## config.mk

```make
export PLATFORM = sky130hd
export DESIGN_NAME = mem_fault_reg
export DESIGN_NICKNAME = d
export VERILOG_FILES = /design/src/mem_pkg.sv /design/src/mem_fault_reg.sv
export SDC_FILE = /design/constraint.sdc
export NUM_CORES = 1
export LEC_CHECK = 0
export BUFFER_PORTS_ARGS = -buffer_cell sky130_fd_sc_hd__buf_2
export CAP_MARGIN = 10
export CORE_AREA = 2 2 39 41
export DETAILED_ROUTE_END_ITERATION = 8
export DIE_AREA = 0 0 41 43
export PLACE_DENSITY_LB_ADDON = 0.12
export SETUP_SLACK_MARGIN = 0.2
export SLEW_MARGIN = 20
export SYNTH_ARGS = -nofsm -noshare
export SYNTH_HDL_FRONTEND = slang
export SYNTH_SLANG_ARGS = --single-unit
```

## constraint.sdc

```tcl
create_clock -name clock_bus_i -period 2.25 [get_ports clock_bus_i]
set_clock_uncertainty 0.1 [all_clocks]
set_input_delay 0.225 -clock clock_bus_i [delete_from_list [all_inputs] [get_ports clock_bus_i]]
set_output_delay 0.225 -clock clock_bus_i [all_outputs]
set_load 0.05 [all_outputs]
```

## src/mem_pkg.sv

```systemverilog
package mem_pkg;

	// ----------------------------------------------------------------------
	// word and address types
	// ----------------------------------------------------------------------

	// word address width, covers the whole storage array
	localparam int BW_WORD_ADDR = 8;

	// one data word on every bus of the subsystem
	typedef logic [31:0] word_t;

	// word address, no byte lanes
	typedef logic [BW_WORD_ADDR-1:0] word_addr_t;

	// ----------------------------------------------------------------------
	// request descriptor
	// ----------------------------------------------------------------------

	// rw: 1 write, 0 read
	// block: 1 burst of BURST_LEN words, 0 single word
	// addr: first word of the access
	typedef struct packed {
		logic       rw;
		logic       block;
		word_addr_t addr;
	} mem_req_t;

	// ----------------------------------------------------------------------
	// fault reporting
	// ----------------------------------------------------------------------

	// one bit per fault source
	typedef logic [3:0] fault_t;

	// write word pushed into a full transmit FIFO
	localparam int FAULT_TX_OVERFLOW = 0;

	// read word returned into a full receive FIFO
	localparam int FAULT_RX_OVERFLOW = 1;

	// read_ack with nothing in the receive FIFO
	localparam int FAULT_RX_UNDERFLOW = 2;

	// request while the engine is busy
	localparam int FAULT_REQ_REJECT = 3;

endpackage
```

## src/mem_fault_reg.sv

```systemverilog
`timescale 1ns/1ps

module mem_fault_reg
	import mem_pkg::*;
(
	input  logic   clock_bus_i,
	input  logic   reset_i,
	input  fault_t fault_set_i,
	input  logic   fault_clear_i,
	output fault_t exception_bus_o,
	output logic   fault_irq_o
);

	fault_t sticky_q;
	fault_t keep;

	// ----------------------------------------------------------------------
	// sticky bits
	// ----------------------------------------------------------------------

	// clear drops held bits only
	assign keep = fault_clear_i ? '0 : sticky_q;

	always_ff @(posedge clock_bus_i) begin
		if (!reset_i) begin
			sticky_q <= '0;
		end else begin
			// new pulses land even during a clear
			sticky_q <= keep | fault_set_i;
		end
	end

	assign exception_bus_o = sticky_q;

	// interrupt while any fault is held
	assign fault_irq_o = |sticky_q;

endmodule

```

==> impl_metrics.tcl <==
set metrics [dict create \
    crit_required_ps 1920 \
    critPathMaxFanout 3 \
    drt_iter0_drc 0 \
    synth-compound-area-share_pct 21.1 \
    die_x_um 41 \
    final.setup.tns_ps 0 \
    ir_drop_uv 190 \
    start_util_pct 10.3 \
    tightest_slew_ps 254 \
    switchingPower_mw 0.0622 \
    postSynthNetCount 20 \
    cts.clk_slew.worst_paths_ps 40 \
    hold_violations 0 \
    yosysWarnings 0 \
    synth.area.mux_share_pct 0 \
    leakage_nw 0.113 \
    core_um2 1380 \
    post_cts_resized 0 \
    rsz0062_at_grt "false" \
    internal_power_mw 0.149 \
    arrival_ps 1270 \
    rows 14 \
    pwr-share-seq_pct 37.2 \
    use_met3_pct 3.14 \
    grt_max_degree 5 \
    power_mw 0.211 \
    fmax_mhz 628 \
    gp_congestion 0.619 \
    crit_family "simple AND/OR/NAND/NOR gates" \
    drtAntennaViolNets 0 \
    critPathMaxStageDelay_ps 510 \
    cts_tree "built" \
    synth.yosys.seq_area_share_pct 56.1 \
    ys.flop_type "dfxtp_1" \
    maxCapViolCount 0 \
    antenna_found_initial 0 \
    holdCritPathClass "input pin to register" \
    synth.avg_cell_area_um2 11.0 \
    clkSinkCount 4 \
    vias_per_cell 3.35 \
    grt_pass1_vias 158 \
    worstHoldPathCells 2 \
    synth_top_area_share_pct 56.1 \
    worstSetupPathType "register to output port" \
    sw_frac_of_total_pct 29.4 \
    hold_buffers 0 \
    status "finished, final reports clean" \
    diodes 0 \
    reg2reg_to "exception_bus_o[3]" \
    synth_async_sr_flop_share_pct 0 \
    cts-root-buf "clkbuf_4" \
    netlist_top_cells_area "dfxtp_1 56%, o21a_1 21%, nor2b_1 18%" \
    synth_edf_count 0 \
    finalSetupViolCount 0 \
    start_kind "register" \
    drc 0 \
    report.final.slew_viol_count 0 \
    yosys.area.top_type "dfxtp_1" \
    clock_latency_ps 230 \
    io-pin-count 12 \
    dieArea_um2 1760 \
    worstPathCellList "or4_1, buf_2" \
    globalRouteMet1Util_pct 5.45 \
    period_needed_ps 1590 \
    rr_worst_depth 2 \
    max-slew-margin-rel_pct 83.2 \
    vias 144 \
    clkPwrFrac_pct 42.2 \
    track_usage_pct 5.52 \
    p_comb_share_pct 20.5 \
    hp-start "fault_set_i[1]" \
    whs_endpoint "exception_bus_o[1]" \
    nets 36 \
    wl_per_cell_um 9.77 \
    die_y_um 43 \
    synth_cell_types 4 \
    cts-htree-levels 1 \
    post_cts_buffers 0 \
    synth_common_cells "4 x dfxtp_1, 4 x nor2b_1, 4 x o21a_1" \
    cts_buffers 3 \
    cp_num_buf_inv 1 \
    timing.final.crit_share_pct 70.8 \
    synthXorXnorAreaFrac_pct 0 \
    synth_seq_cells 4 \
    synthesis.instances 13 \
    powerDensity_nw_per_um2 879 \
    syn_area_um2 143 \
    io_buffers 11 \
    area_delta_synth_final_pct 68.4 \
    clockBufferDepth 2 \
    synthSimpleGateAreaFrac_pct 22.8 \
    cp_slowest_cell "or4_1" \
    synth_fa_ha_area_share_pct 0 \
    largest_register_ffs 4 \
    grt_first_pass_wirelength_um 565 \
    grtUsageMet2_pct 6.25 \
    rrSetupSlack_ps 1450 \
    drive_gt1_share_pct 51.9 \
    r2r-start "exception_bus_o[3]" \
    synth_top_family_by_area "simple AND/OR/NAND/NOR gates" \
    wirelength_um 420 \
    busiest_layer "met4" \
    overflow 0 \
    end_kind "output port" \
    first_pass_iters 1 \
    hpwl_um 318 \
]
-- layout make-up --
type / count / area [µm²]
Sequential cell: 4 / 80.1
Clock buffer: 3 / 22.5
Fill cell: 150 / 1140
Multi-Input combinational cell: 9 / 62.6
Timing Repair Buffer: 11 / 55.1
Tap cell: 16 / 20.0
-- how the worst max path moves through the flow --
stage / startpoint / endpoint / slack (ps) / cells after the start
after detailed placement: exception_bus_o[2] / fault_irq_o / 900 / 2
after CTS: exception_bus_o[2] / fault_irq_o / 650 / 2
after floorplan: exception_bus_o[2] / fault_irq_o / 630 / 1
final: exception_bus_o[2] / fault_irq_o / 660 / 2
after global placement: exception_bus_o[2] / fault_irq_o / 910 / 2
after global routing: exception_bus_o[2] / fault_irq_o / 610 / 2
-- stage by stage --
step                      hold slack (ps)  std cells  instance area (µm²)  setup WS (ps)  utilization (%)
final                                 100         43                  240            657             17.4
after detailed placement              340         40                  218            903             15.7
after CTS                            89.9         43                  240            646             17.4
after floorplan                       243         13                  143            633                -
after global placement                337         40                  218            914             15.7
after global routing                 93.4         43                  240            610             17.4
-- per-layer routing --
layer  vias to the layer above  share of wire, %
met5                         -                 0
met4                         0               1.4
met3                         2                17
met2                         9                39
met1                        60                42
li1                         73                 -
-- cell usage in the layout (no fill, tap or decap) --
cell      instances
buf_2            11
clkbuf_4          3
or4_1             1
nor2b_1           4
dfxtp_1           4
o21a_1            4
-- kinds of logic (layout without fill, tap and decap cells) --
logic type	count (synthesis)	count (layout)
buffers and inverters	0	14
flip-flops	4	4
AO/OA/AOI/OAI	4	4
AND/OR/NAND/NOR	5	5
-- power by group through the flow --
stage / clock (mW) / combinational [mW] / sequential, mW
floorplan: 0 / 0.0133 / 0.0958
global placement: 0 / 0.0431 / 0.0798
detailed placement: 0 / 0.0434 / 0.0798
CTS: 0.0963 / 0.0435 / 0.0787
global route: 0.0979 / 0.0453 / 0.0792
finish: 0.0891 / 0.0434 / 0.0786
Power figures use the tool's default switching activity.
