$ cat config.mk
export PLATFORM = sky130hd
export DESIGN_NAME = txrx_buffer
export DESIGN_NICKNAME = d
export VERILOG_FILES = /design/src/mem_pkg.sv /design/src/txrx_buffer.sv /design/src/word_fifo.sv
export SDC_FILE = /design/constraint.sdc
export NUM_CORES = 1
export LEC_CHECK = 0
export ABC_AREA = 1
export BUFFER_PORTS_ARGS = -buffer_cell sky130_fd_sc_hd__buf_2
export CAP_MARGIN = 20
export CORE_MARGIN = 10
export CORE_UTILIZATION = 55
export DETAILED_ROUTE_END_ITERATION = 8
export PLACE_DENSITY_LB_ADDON = 0.12
export SYNTH_ARGS = -nofsm -noshare
export SYNTH_HDL_FRONTEND = slang
export SYNTH_HIERARCHICAL = 1
export SYNTH_SLANG_ARGS = --single-unit
$ cat constraint.sdc
create_clock -name clock_bus_i -period 7.3 [get_ports clock_bus_i]
set_input_delay 0.365 -clock clock_bus_i [delete_from_list [all_inputs] [get_ports clock_bus_i]]
set_output_delay 0.365 -clock clock_bus_i [all_outputs]
set_load 0.05 [all_outputs]
$ cat src/mem_pkg.sv
package mem_pkg;

	// ----------------------------------------------------------------------
	// word and address types
	// ----------------------------------------------------------------------

	// word address width, covers the whole storage array
	localparam int BW_WORD_ADDR = 8;

	// one data word on every bus of the subsystem
	typedef logic [31:0] word_t;

	// word address, no byte lanes
	typedef logic [BW_WORD_ADDR-1:0] word_addr_t;

	// ----------------------------------------------------------------------
	// request descriptor
	// ----------------------------------------------------------------------

	// rw: 1 write, 0 read
	// block: 1 burst of BURST_LEN words, 0 single word
	// addr: first word of the access
	typedef struct packed {
		logic       rw;
		logic       block;
		word_addr_t addr;
	} mem_req_t;

	// ----------------------------------------------------------------------
	// fault reporting
	// ----------------------------------------------------------------------

	// one bit per fault source
	typedef logic [3:0] fault_t;

	// write word pushed into a full transmit FIFO
	localparam int FAULT_TX_OVERFLOW = 0;

	// read word returned into a full receive FIFO
	localparam int FAULT_RX_OVERFLOW = 1;

	// read_ack with nothing in the receive FIFO
	localparam int FAULT_RX_UNDERFLOW = 2;

	// request while the engine is busy
	localparam int FAULT_REQ_REJECT = 3;

endpackage
$ cat src/txrx_buffer.sv
`timescale 1ns/1ps

module txrx_buffer
	import mem_pkg::*;
#(
	parameter int FIFO_DEPTH = 16,
	parameter int BURST_LEN  = 16
) (
	input  logic     clock_bus_i,
	input  logic     reset_i,
	// controller side
	input  logic     req_i,
	input  mem_req_t req_data_i,
	input  logic     write_en_i,
	input  word_t    data_i,
	input  logic     read_ack_i,
	output logic     ready_write_o,
	output logic     ready_read_o,
	output word_t    data_o,
	// engine side
	output logic     mem_req_o,
	output mem_req_t mem_req_data_o,
	output logic     mem_wvalid_o,
	output word_t    mem_wdata_o,
	output logic     mem_clear_o,
	input  logic     mem_ready_i,
	input  logic     mem_valid_i,
	input  word_t    mem_rdata_i,
	input  logic     mem_done_i,
	// fault pulses
	output fault_t   fault_set_o
);

	localparam int CNT_W = $clog2(FIFO_DEPTH) + 1;
	localparam int TW    = $clog2(BURST_LEN + 1);

	logic [CNT_W-1:0] tx_count;
	logic [CNT_W-1:0] rx_count;
	logic             tx_full;
	logic             tx_empty;
	logic             rx_full;
	logic             rx_empty;
	word_t            tx_head;
	logic             req_accept;
	logic             tx_send;
	logic [TW-1:0]    xfer_q;
	fault_t           fault_d;

	// ----------------------------------------------------------------------
	// queues
	// ----------------------------------------------------------------------

	// outgoing write words drained toward the engine
	word_fifo #(.FIFO_DEPTH(FIFO_DEPTH)) u_tx_fifo (
		.clock_bus_i (clock_bus_i),
		.reset_i     (reset_i),
		.push_i      (write_en_i),
		.pop_i       (tx_send),
		.push_data_i (data_i),
		.pop_data_o  (tx_head),
		.count_o     (tx_count),
		.full_o      (tx_full),
		.empty_o     (tx_empty)
	);

	// returned read words drained by read_ack
	word_fifo #(.FIFO_DEPTH(FIFO_DEPTH)) u_rx_fifo (
		.clock_bus_i (clock_bus_i),
		.reset_i     (reset_i),
		.push_i      (mem_valid_i),
		.pop_i       (read_ack_i),
		.push_data_i (mem_rdata_i),
		.pop_data_o  (data_o),
		.count_o     (rx_count),
		.full_o      (rx_full),
		.empty_o     (rx_empty)
	);

	assign ready_write_o = (tx_count < CNT_W'(FIFO_DEPTH));
	assign ready_read_o  = (rx_count != '0);

	// ----------------------------------------------------------------------
	// request issue and write drain
	// ----------------------------------------------------------------------

	// engine still shows ready in the cycle of mem_req_o, so mask it
	assign req_accept = req_i && mem_ready_i && !mem_req_o;
	// one word per cycle while the transfer count remains
	assign tx_send    = (xfer_q != '0) && !tx_empty;

	// one fault bit per condition
	always_comb begin
		fault_d                     = '0;
		fault_d[FAULT_TX_OVERFLOW]  = write_en_i && tx_full;
		fault_d[FAULT_RX_OVERFLOW]  = mem_valid_i && rx_full;
		fault_d[FAULT_RX_UNDERFLOW] = read_ack_i && rx_empty;
		fault_d[FAULT_REQ_REJECT]   = req_i && !req_accept;
	end

	always_ff @(posedge clock_bus_i) begin
		if (!reset_i) begin
			mem_req_o    <= 1'b0;
			mem_wvalid_o <= 1'b0;
			mem_clear_o  <= 1'b0;
			xfer_q       <= '0;
			fault_set_o  <= '0;
		end else begin
			mem_req_o    <= req_accept;
			mem_wvalid_o <= tx_send;
			// release the engine one cycle after done
			mem_clear_o  <= mem_done_i;
			fault_set_o  <= fault_d;
			if (req_accept && req_data_i.rw) begin
				xfer_q <= req_data_i.block ? TW'(BURST_LEN) : TW'(1);
			end else if (tx_send) begin
				xfer_q <= xfer_q - 1'b1;
			end
		end
	end

	// request and write payload
	always_ff @(posedge clock_bus_i) begin
		if (req_accept) begin
			mem_req_data_o <= req_data_i;
		end
		if (tx_send) begin
			mem_wdata_o <= tx_head;
		end
	end

	// engine must still be idle when it sees the strobe
	a_req_idle : assert property (@(posedge clock_bus_i) disable iff (!reset_i)
		mem_req_o |-> mem_ready_i);

endmodule

$ cat src/word_fifo.sv
`timescale 1ns/1ps

module word_fifo
	import mem_pkg::*;
#(
	parameter int FIFO_DEPTH = 16
) (
	input  logic                        clock_bus_i,
	input  logic                        reset_i,
	input  logic                        push_i,
	input  logic                        pop_i,
	input  word_t                       push_data_i,
	output word_t                       pop_data_o,
	output logic [$clog2(FIFO_DEPTH):0] count_o,
	output logic                        full_o,
	output logic                        empty_o
);

	localparam int AW = $clog2(FIFO_DEPTH);

	word_t          mem_q [FIFO_DEPTH];
	logic [AW-1:0]  wr_ptr_q;
	logic [AW-1:0]  rd_ptr_q;
	logic [AW:0]    count_q;
	logic           do_push;
	logic           do_pop;

	// push dropped when full, pop dropped when empty
	assign full_o  = (count_q == (AW+1)'(FIFO_DEPTH));
	assign empty_o = (count_q == '0);
	assign do_push = push_i && !full_o;
	assign do_pop  = pop_i && !empty_o;

	// head of queue always visible
	assign pop_data_o = mem_q[rd_ptr_q];
	assign count_o    = count_q;

	// storage
	always_ff @(posedge clock_bus_i) begin
		if (do_push) begin
			mem_q[wr_ptr_q] <= push_data_i;
		end
	end

	// pointers wrap at the power-of-two depth
	always_ff @(posedge clock_bus_i) begin
		if (!reset_i) begin
			wr_ptr_q <= '0;
			rd_ptr_q <= '0;
			count_q  <= '0;
		end else begin
			if (do_push) begin
				wr_ptr_q <= wr_ptr_q + 1'b1;
			end
			if (do_pop) begin
				rd_ptr_q <= rd_ptr_q + 1'b1;
			end
			// simultaneous push and pop leaves count alone
			case ({do_push, do_pop})
				2'b10:   count_q <= count_q + 1'b1;
				2'b01:   count_q <= count_q - 1'b1;
				default: count_q <= count_q;
			endcase
		end
	end

	a_count_bound : assert property (@(posedge clock_bus_i) disable iff (!reset_i)
		count_q <= (AW+1)'(FIFO_DEPTH));

	// pointer distance tracks occupancy modulo depth
	a_ptr_count : assert property (@(posedge clock_bus_i) disable iff (!reset_i)
		AW'(wr_ptr_q - rd_ptr_q) == count_q[AW-1:0]);

endmodule

==> flow_summary.json, run 1 <==
{
  "path_clk_slew_ps": 60,
  "synth.top_cell.area_share": 0.713,
  "number_of_antenna_violations_at_the_first_check_in_global_routing": 16,
  "synthToLayoutAreaGrowth_pct": 11.8,
  "syn_inst": 3085,
  "overall_track_demand_over_capacity_in_global_routing": 0.214,
  "synth_warnings": 6,
  "synth_cell_types": 36,
  "final_cell_count_no_fill": 4402,
  "cts.htree.levels": 3,
  "yosys_register_bits": 1112,
  "wire_length_of_the_first_global_routing_pass_mm": 154,
  "setup_repair_after_global_routing_missed_its_margin": "false",
  "die_width_um": 306,
  "dieArea_mm2": 0.0935,
  "avgRoutedWirePerCell_um": 23.2,
  "largest_voltage_drop_on_the_vdd_net_mv": 0.337,
  "dr_total_vias": 25700,
  "numPortBuffers": 164,
  "initial_utilization": 0.557,
  "synth_sequential_area_ratio": 0.733,
  "final.period_utilization": 0.570,
  "cts-resized-gates": 0,
  "min_path_cells": 1,
  "drive_above_1_share": 0.165,
  "post_synthesis_share_of_cell_area_spent_on_xor_and_xnor_gates": 0.00195,
  "synth_compound_gate_area_share": 0.113,
  "dp.cells": 4177,
  "max_slew_margin": 0.243,
  "synth-simple-area-share": 0.0314,
  "antenna_left": 0,
  "ctsLongestPathBuffers": 3,
  "critPathCaptureType": "primary output",
  "critPathLaunchType": "flop",
  "grt_start_max_net_pins": 211,
  "synth-adder-area-share": 0.00474,
  "clk-insertion-delay-late_ps": 650,
  "cp_data_required_time_ps": 6930,
  "synthArstFlopShare": 0,
  "cts_inserted_buffers": 111,
  "synth_enable_flop_cells": 1066,
  "critical_path.n_buffers_inverters": 2,
  "worst_tran_pin_value_ps": 1140,
  "worst_clock_skew_ps": 18.0,
  "postSynthNetCount": 3184,
  "coreArea_mm2": 0.0807,
  "grt_overflow": 0,
  "hpwl_detailed_mm": 53.2,
  "cp_slowest_cell": "dfxtp_4",
  "synth_largest_area_cell": "edfxtp_1",
  "timing.critical_path.slowest_cell_delay_ps": 1030,
  "largest_family_of_logic_cells_by_synthesized_area": "compound AO/OA/AOI/OAI gates",
  "syn_area_mm2": 0.0449,
  "power-per-cell-area_mw_per_mm2": 345,
  "drt_first_iter_violations": 1973,
  "drtPass1Iterations": 5,
  "cpLargestDelayFamily": "flip-flops",
  "cts.sink_count": 1112,
  "min_path_type": "in -> reg",
  "io-pin-count": 165,
  "timing.setup.critical_path_class": "reg -> out",
  "fin_total_pwr_mw": 17.3,
  "cp_num_cells": 6,
  "main_area_contributors_after_synthesis": "edfxtp_1, mux2i_1, o211ai_1, a21oi_1, o21ai_1",
  "layout_min_cycle_time_ps": 4160,
  "routed_wirelength_mm": 102,
  "cts_root_buf": "clkbuf_16",
  "cts_tree": "yes",
  "num-nets-final": 3346,
  "r2r.worst_path.cells": 5,
  "drc": 0,
  "chipHeight_um": 306,
  "finalSetupViolations": 0,
  "synth_mux_area_frac": 0.0571,
  "first_global_vias": 25500,
  "postSynth.topFlopCell": "edfxtp_1",
  "timing_hold_violations_final": 0,
  "critPathArrivalTime_ps": 3800,
  "routed_via_density": 5.83,
  "fp-row-count": 104,
  "max_cap_viol_count": 0,
  "average_instance_area_after_synthesis_um2": 14.6,
  "clock.fmax_ghz": 0.240,
  "fin_tns_setup_ps": 0,
  "critical_path.max_fanout": 202,
  "place_congestion": 0.770,
  "status": "complete, no violations",
  "slew_viol_final": 0,
  "crit_chain": "buf_12 -> o21ai_0 -> o211ai_1 -> nand3_1 -> nand2_1 -> buf_2",
  "cellLeakagePower_nw": 17.1
}
-- worst reg2reg max path, cell delays in order (launching register included) --
cell,delay (ps)
dfxtp_4,610
inv_4,720
buf_4,880
o21ai_0,290
o211ai_1,200
nand2_1,100
-- per-layer routing --
metal | global-route usage | routed length [um] | up-vias
met3 | 0.0350 | 5900 | 192
met5 | 0 | 76 | -
met2 | 0.379 | 52900 | 799
met4 | 0.0670 | 2630 | 14
met1 | 0.267 | 40700 | 12800
li1 | - | - | 11800
-- synth_stat cells, types with 25 or more instances --
library cell and count:
dfxtp_1 46, clkbuf_1 84, inv_1 202, nand3_1 92, buf_2 25, edfxtp_1 1066
o211ai_1 238, mux2i_1 256, clkinv_2 97, a21oi_1 273, o21ai_0 135, nand2_1 125
o21ai_1 196, nor2_1 80
-- through the flow --
stage	hold slack (ps)	instance area (um^2)	utilization	worst slack, ps
after floorplan	458	44900	-	4600
after global placement	475	46400	0.575	3920
after detailed placement	488	46400	0.575	3820
after CTS	29.6	50200	0.622	3100
after global routing	63.6	50200	0.622	3010
final	70.6	50200	0.622	3140
-- final cells by class --
| cell class | count | area (um^2) |
|---|---|---|
| diodes | 4 | 10.0 |
| well taps | 1060 | 1330 |
| repair buffers | 231 | 1410 |
| clock inverters | 58 | 633 |
| multi-input cells | 1468 | 9580 |
| flip-flops and latches | 1112 | 33000 |
| fillers | 5963 | 30500 |
| clock buffers | 146 | 2950 |
| inverters | 323 | 1340 |
-- worst paths after layout --
check / from / end / slack [ps]
worst max-delay path: flop / data_o[22] / 3140
worst min-delay path: mem_rdata_i[30] / u_rx_fifo/mem_q[12][30]$_DFFE_PP_ / 70
worst max register to register: flop / mem_wdata_o[13]$_DFFE_PP_ / 4250
worst min register to register: u_rx_fifo/rd_ptr_q[2]$_SDFFE_PN0P_ / flop / 510
-- cells in the final DEF, fill, tap and decap left out, types with 38 or more instances in the layout --
master	Yosys	layout
nand3_1	92	92
nor2_1	80	48
mux2i_1	256	256
dfxtp_1	46	38
edfxtp_1	1066	1066
buf_4	16	48
o211ai_1	238	238
o21ai_0	135	135
buf_2	25	164
o21ai_1	196	196
nand2_1	125	125
clkbuf_16	0	113
a21oi_1	273	273
inv_1	202	201
clkinv_2	97	107
-- power by group --
part | switching, mW | total, mW | internal, mW
logic | 2.85 | 4.07 | 1.22
registers | 0.297 | 7.68 | 7.39
clock network | 2.27 | 5.59 | 3.32
-- sequential cells by signal, summed over array words and instances (netlist names), named ones only --
| signal | count |
|---|---|
| u_tx_fifo/mem_q | 512 |
| xfer_q | 5 |
| mem_clear_o | 1 |
| u_rx_fifo/mem_q | 512 |
| mem_req_data_o | 10 |
| u_tx_fifo/count_o | 5 |
| fault_set_o | 4 |
| mem_wvalid_o | 1 |
| mem_req_o | 1 |
| mem_wdata_o | 32 |
| u_tx_fifo/rd_ptr_q | 4 |
| u_rx_fifo/rd_ptr_q | 4 |
| u_tx_fifo/wr_ptr_q | 4 |
| u_rx_fifo/wr_ptr_q | 4 |
| u_rx_fifo/count_o | 5 |
-- cells by family after synthesis --
family | Yosys count
adder cells (fa/ha/maj) | 17
XOR/XNOR | 10
AND/OR/NAND/NOR | 321
buffers and inverters | 505
flip-flops | 1112
AO/OA/AOI/OAI | 864
multiplexers | 256
-- timing repair --
action	4_1_cts	5_1_grt
hold buffers	16	0
endpoints found under the hold margin	16	0
setup buffers	0	0
Note: power is estimated with default switching activity, not from simulation.
==> run 2, diff against run 1 <==
clock period = 4.1 ns   (was 7.3 ns; I/O delays follow)
==> run 2 against run 1 <==
- worst hold slack improved by 200 ps
- via count grew 0.67%
- sequential share of layout area decreased by 1.2 points
- sequential cell count unchanged
- utilization up 1.2 points
- register-to-register slack worse by 2900 ps
- combinational power up 88%
- wire length increased by 0.56%
- highest routed layer is now met4
==> flow_summary.json, run 2 (synthesis gave the netlist of run 1 again) <==
{
  "dr_total_vias": 25800,
  "grt_start_max_net_pins": 129,
  "power.share.switching": 0.322,
  "wire_length_of_the_first_global_routing_pass_mm": 156,
  "antenna_left": 0,
  "cts.htree.levels": 3,
  "seq_power_share": 0.441,
  "hpwl_detailed_mm": 59.4,
  "coreArea_mm2": 0.0807,
  "timing.setup.critical_path_class": "reg -> out",
  "timing_hold_violations_final": 0,
  "overall_track_demand_over_capacity_in_global_routing": 0.215,
  "numPortBuffers": 164,
  "drc": 0,
  "power-per-cell-area_mw_per_mm2": 604,
  "critPathArrivalTime_ps": 3030,
  "critical_path.max_fanout": 47,
  "comb_power_share": 0.248,
  "final.period_utilization": 0.789,
  "cts-resized-gates": 0,
  "clock.fmax_ghz": 0.309,
  "largest_voltage_drop_on_the_vdd_net_mv": 0.524,
  "crit-reg2reg-launch": "u_rx_fifo/count_o[1]$_SDFFE_PN0P_",
  "path_clk_slew_ps": 60,
  "initial_utilization": 0.557,
  "number_of_antenna_violations_at_the_first_check_in_global_routing": 2,
  "worst_tran_pin_value_ps": 1100,
  "critPathLaunchType": "flop",
  "drtPass1Iterations": 5,
  "drive_above_1_share": 0.168,
  "highest_count_cells_in_the_layout_ignoring_fill_and_taps": "edfxtp_1, a21oi_1, mux2i_1",
  "die_width_um": 306,
  "hp-start": "req_data_i[2]",
  "cellLeakagePower_nw": 17.5,
  "worst_clock_skew_ps": 20.5,
  "layout_min_cycle_time_ps": 3240,
  "grt_overflow": 0,
  "timing.critical_path.slowest_cell_delay_ps": 780,
  "cts_tree": "yes",
  "reg2reg_to": "u_rx_fifo/mem_q[5][25]$_DFFE_PP_",
  "place_congestion": 0.797,
  "layout_top_registers": "u_rx_fifo/mem_q (512), u_tx_fifo/mem_q (512), mem_wdata_o (32)",
  "cp_slowest_cell": "dfxtp_4",
  "synthToLayoutAreaGrowth_pct": 13.9,
  "fp-row-count": 104,
  "worst-r2r-setup-slack_ps": 1370,
  "final.hold.worst_slack_ps": 271,
  "min_delay_worst_endpoint": "mem_req_data_o[2]$_DFFE_PP_",
  "crit_chain": "buf_4 -> buf_4 -> mux2i_1 -> o211ai_1 -> o211ai_1 -> nand2_1 -> buf_2",
  "cts_inserted_buffers": 109,
  "routed_via_density": 5.77,
  "fin_total_pwr_mw": 30.9,
  "drt_first_iter_violations": 2055,
  "setup_repair_after_global_routing_missed_its_margin": "false",
  "finalSetupViolations": 0,
  "avgRoutedWirePerCell_um": 23.0,
  "cts.sink_count": 1112,
  "final_common_cell": "edfxtp_1",
  "pwr-share-clk": 0.310,
  "internal_power_mw": 21.0,
  "clk-insertion-delay-late_ps": 660,
  "slew_viol_final": 0,
  "max_cap_viol_count": 0,
  "ctsLongestPathBuffers": 3,
  "min_path_cells": 2,
  "max_slew_margin": 0.264,
  "r2r.worst_path.cells": 7,
  "cts_root_buf": "clkbuf_16",
  "num-nets-final": 3423,
  "cp_data_required_time_ps": 3890,
  "dieArea_mm2": 0.0935,
  "min_path_type": "in -> reg",
  "filler_cell_count": 5877,
  "post_layout_utilization_of_the_core": 0.634,
  "routed_wirelength_mm": 103,
  "power.net_switching_mw": 9.94,
  "status": "complete, no violations",
  "chipHeight_um": 306,
  "fin_tns_setup_ps": 0,
  "first_global_vias": 26000,
  "io-pin-count": 165,
  "critPathCaptureType": "primary output"
}
-- run 2: cell count changes in the layout (fill, tap and decap cells not counted), sizes merged --
cell / before / now
dlygate4sd3: 16 / 82
buf: 215 / 228
clkinv: 134 / 147
clkinvlp: 4 / 9
clkbuf: 146 / 131
diode: 4 / 3
bufinv: 14 / 9
-- run 2: repair_timing --
action,CTS,global route
buffers inserted,0,0
hold buffers,82,0
endpoints found under the hold margin,1048,0
-- run 2: stage by stage --
| stage | setup WS (ps) | std cells | area (um^2) |
|---|---|---|---|
| after CTS | 811 | 4474 | 51100 |
| final | 865 | 4478 | 51200 |
| after floorplan | 1400 | 3085 | 44900 |
| after global placement | 1490 | 4177 | 46600 |
| after detailed placement | 1440 | 4190 | 46900 |
| after global routing | 624 | 4477 | 51200 |
-- run 2: critical path: cells and delay by family, from the launching register on --
kind / cells / cell delay [ps]
simple gates: 1 / 110
flops: 1 / 780
compound gates: 2 / 300
buf+inv: 3 / 1030
mux: 1 / 120
-- run 2: how the worst max path moves through the flow --
stage | startpoint | to | slack (ps) | cells past startpoint
after floorplan | u_tx_fifo/count_o[1]$_SDFFE_PN0P_ | u_tx_fifo/mem_q[11][0]$_DFFE_PP_ | 1400 | 6
after CTS | flop | data_o[31] | 810 | 7
after detailed placement | u_rx_fifo/count_o[1]$_SDFFE_PN0P_ | u_rx_fifo/mem_q[5][14]$_DFFE_PP_ | 1440 | 7
after global placement | u_rx_fifo/count_o[1]$_SDFFE_PN0P_ | u_rx_fifo/mem_q[13][28]$_DFFE_PP_ | 1490 | 6
final | flop | data_o[31] | 860 | 7
after global routing | flop | data_o[31] | 620 | 7
-- run 2: power by group through the flow --
stage	Clock, mW	Combinational (mW)	Sequential, mW
floorplan	0	5.41	14.2
global route	10.3	8.34	13.7
detailed placement	0	7.63	13.9
CTS	9.80	7.73	13.6
finish	9.59	7.67	13.6
global placement	0	7.45	13.9
-- run 2: layout make-up --
type                            instances  area, um^2  area share
Sequential cell                      1112       33000       0.644
Multi-Input combinational cell       1468        9580       0.187
Clock buffer                          131        2840      0.0555
Timing Repair Buffer                  310        2500      0.0489
Inverter                              323        1340      0.0263
Tap cell                             1060        1330      0.0259
Clock inverter                         71         604      0.0118
Antenna cell                            3        7.51    0.000147
-- run 2: layer usage --
layer | track usage | up-vias | wire length [um]
li1 | - | 12000 | -
met2 | 0.375 | 751 | 52400
met1 | 0.275 | 12900 | 42400
met4 | 0.0707 | 0 | 2620
met5 | 0 | - | 0
met3 | 0.0303 | 171 | 5380
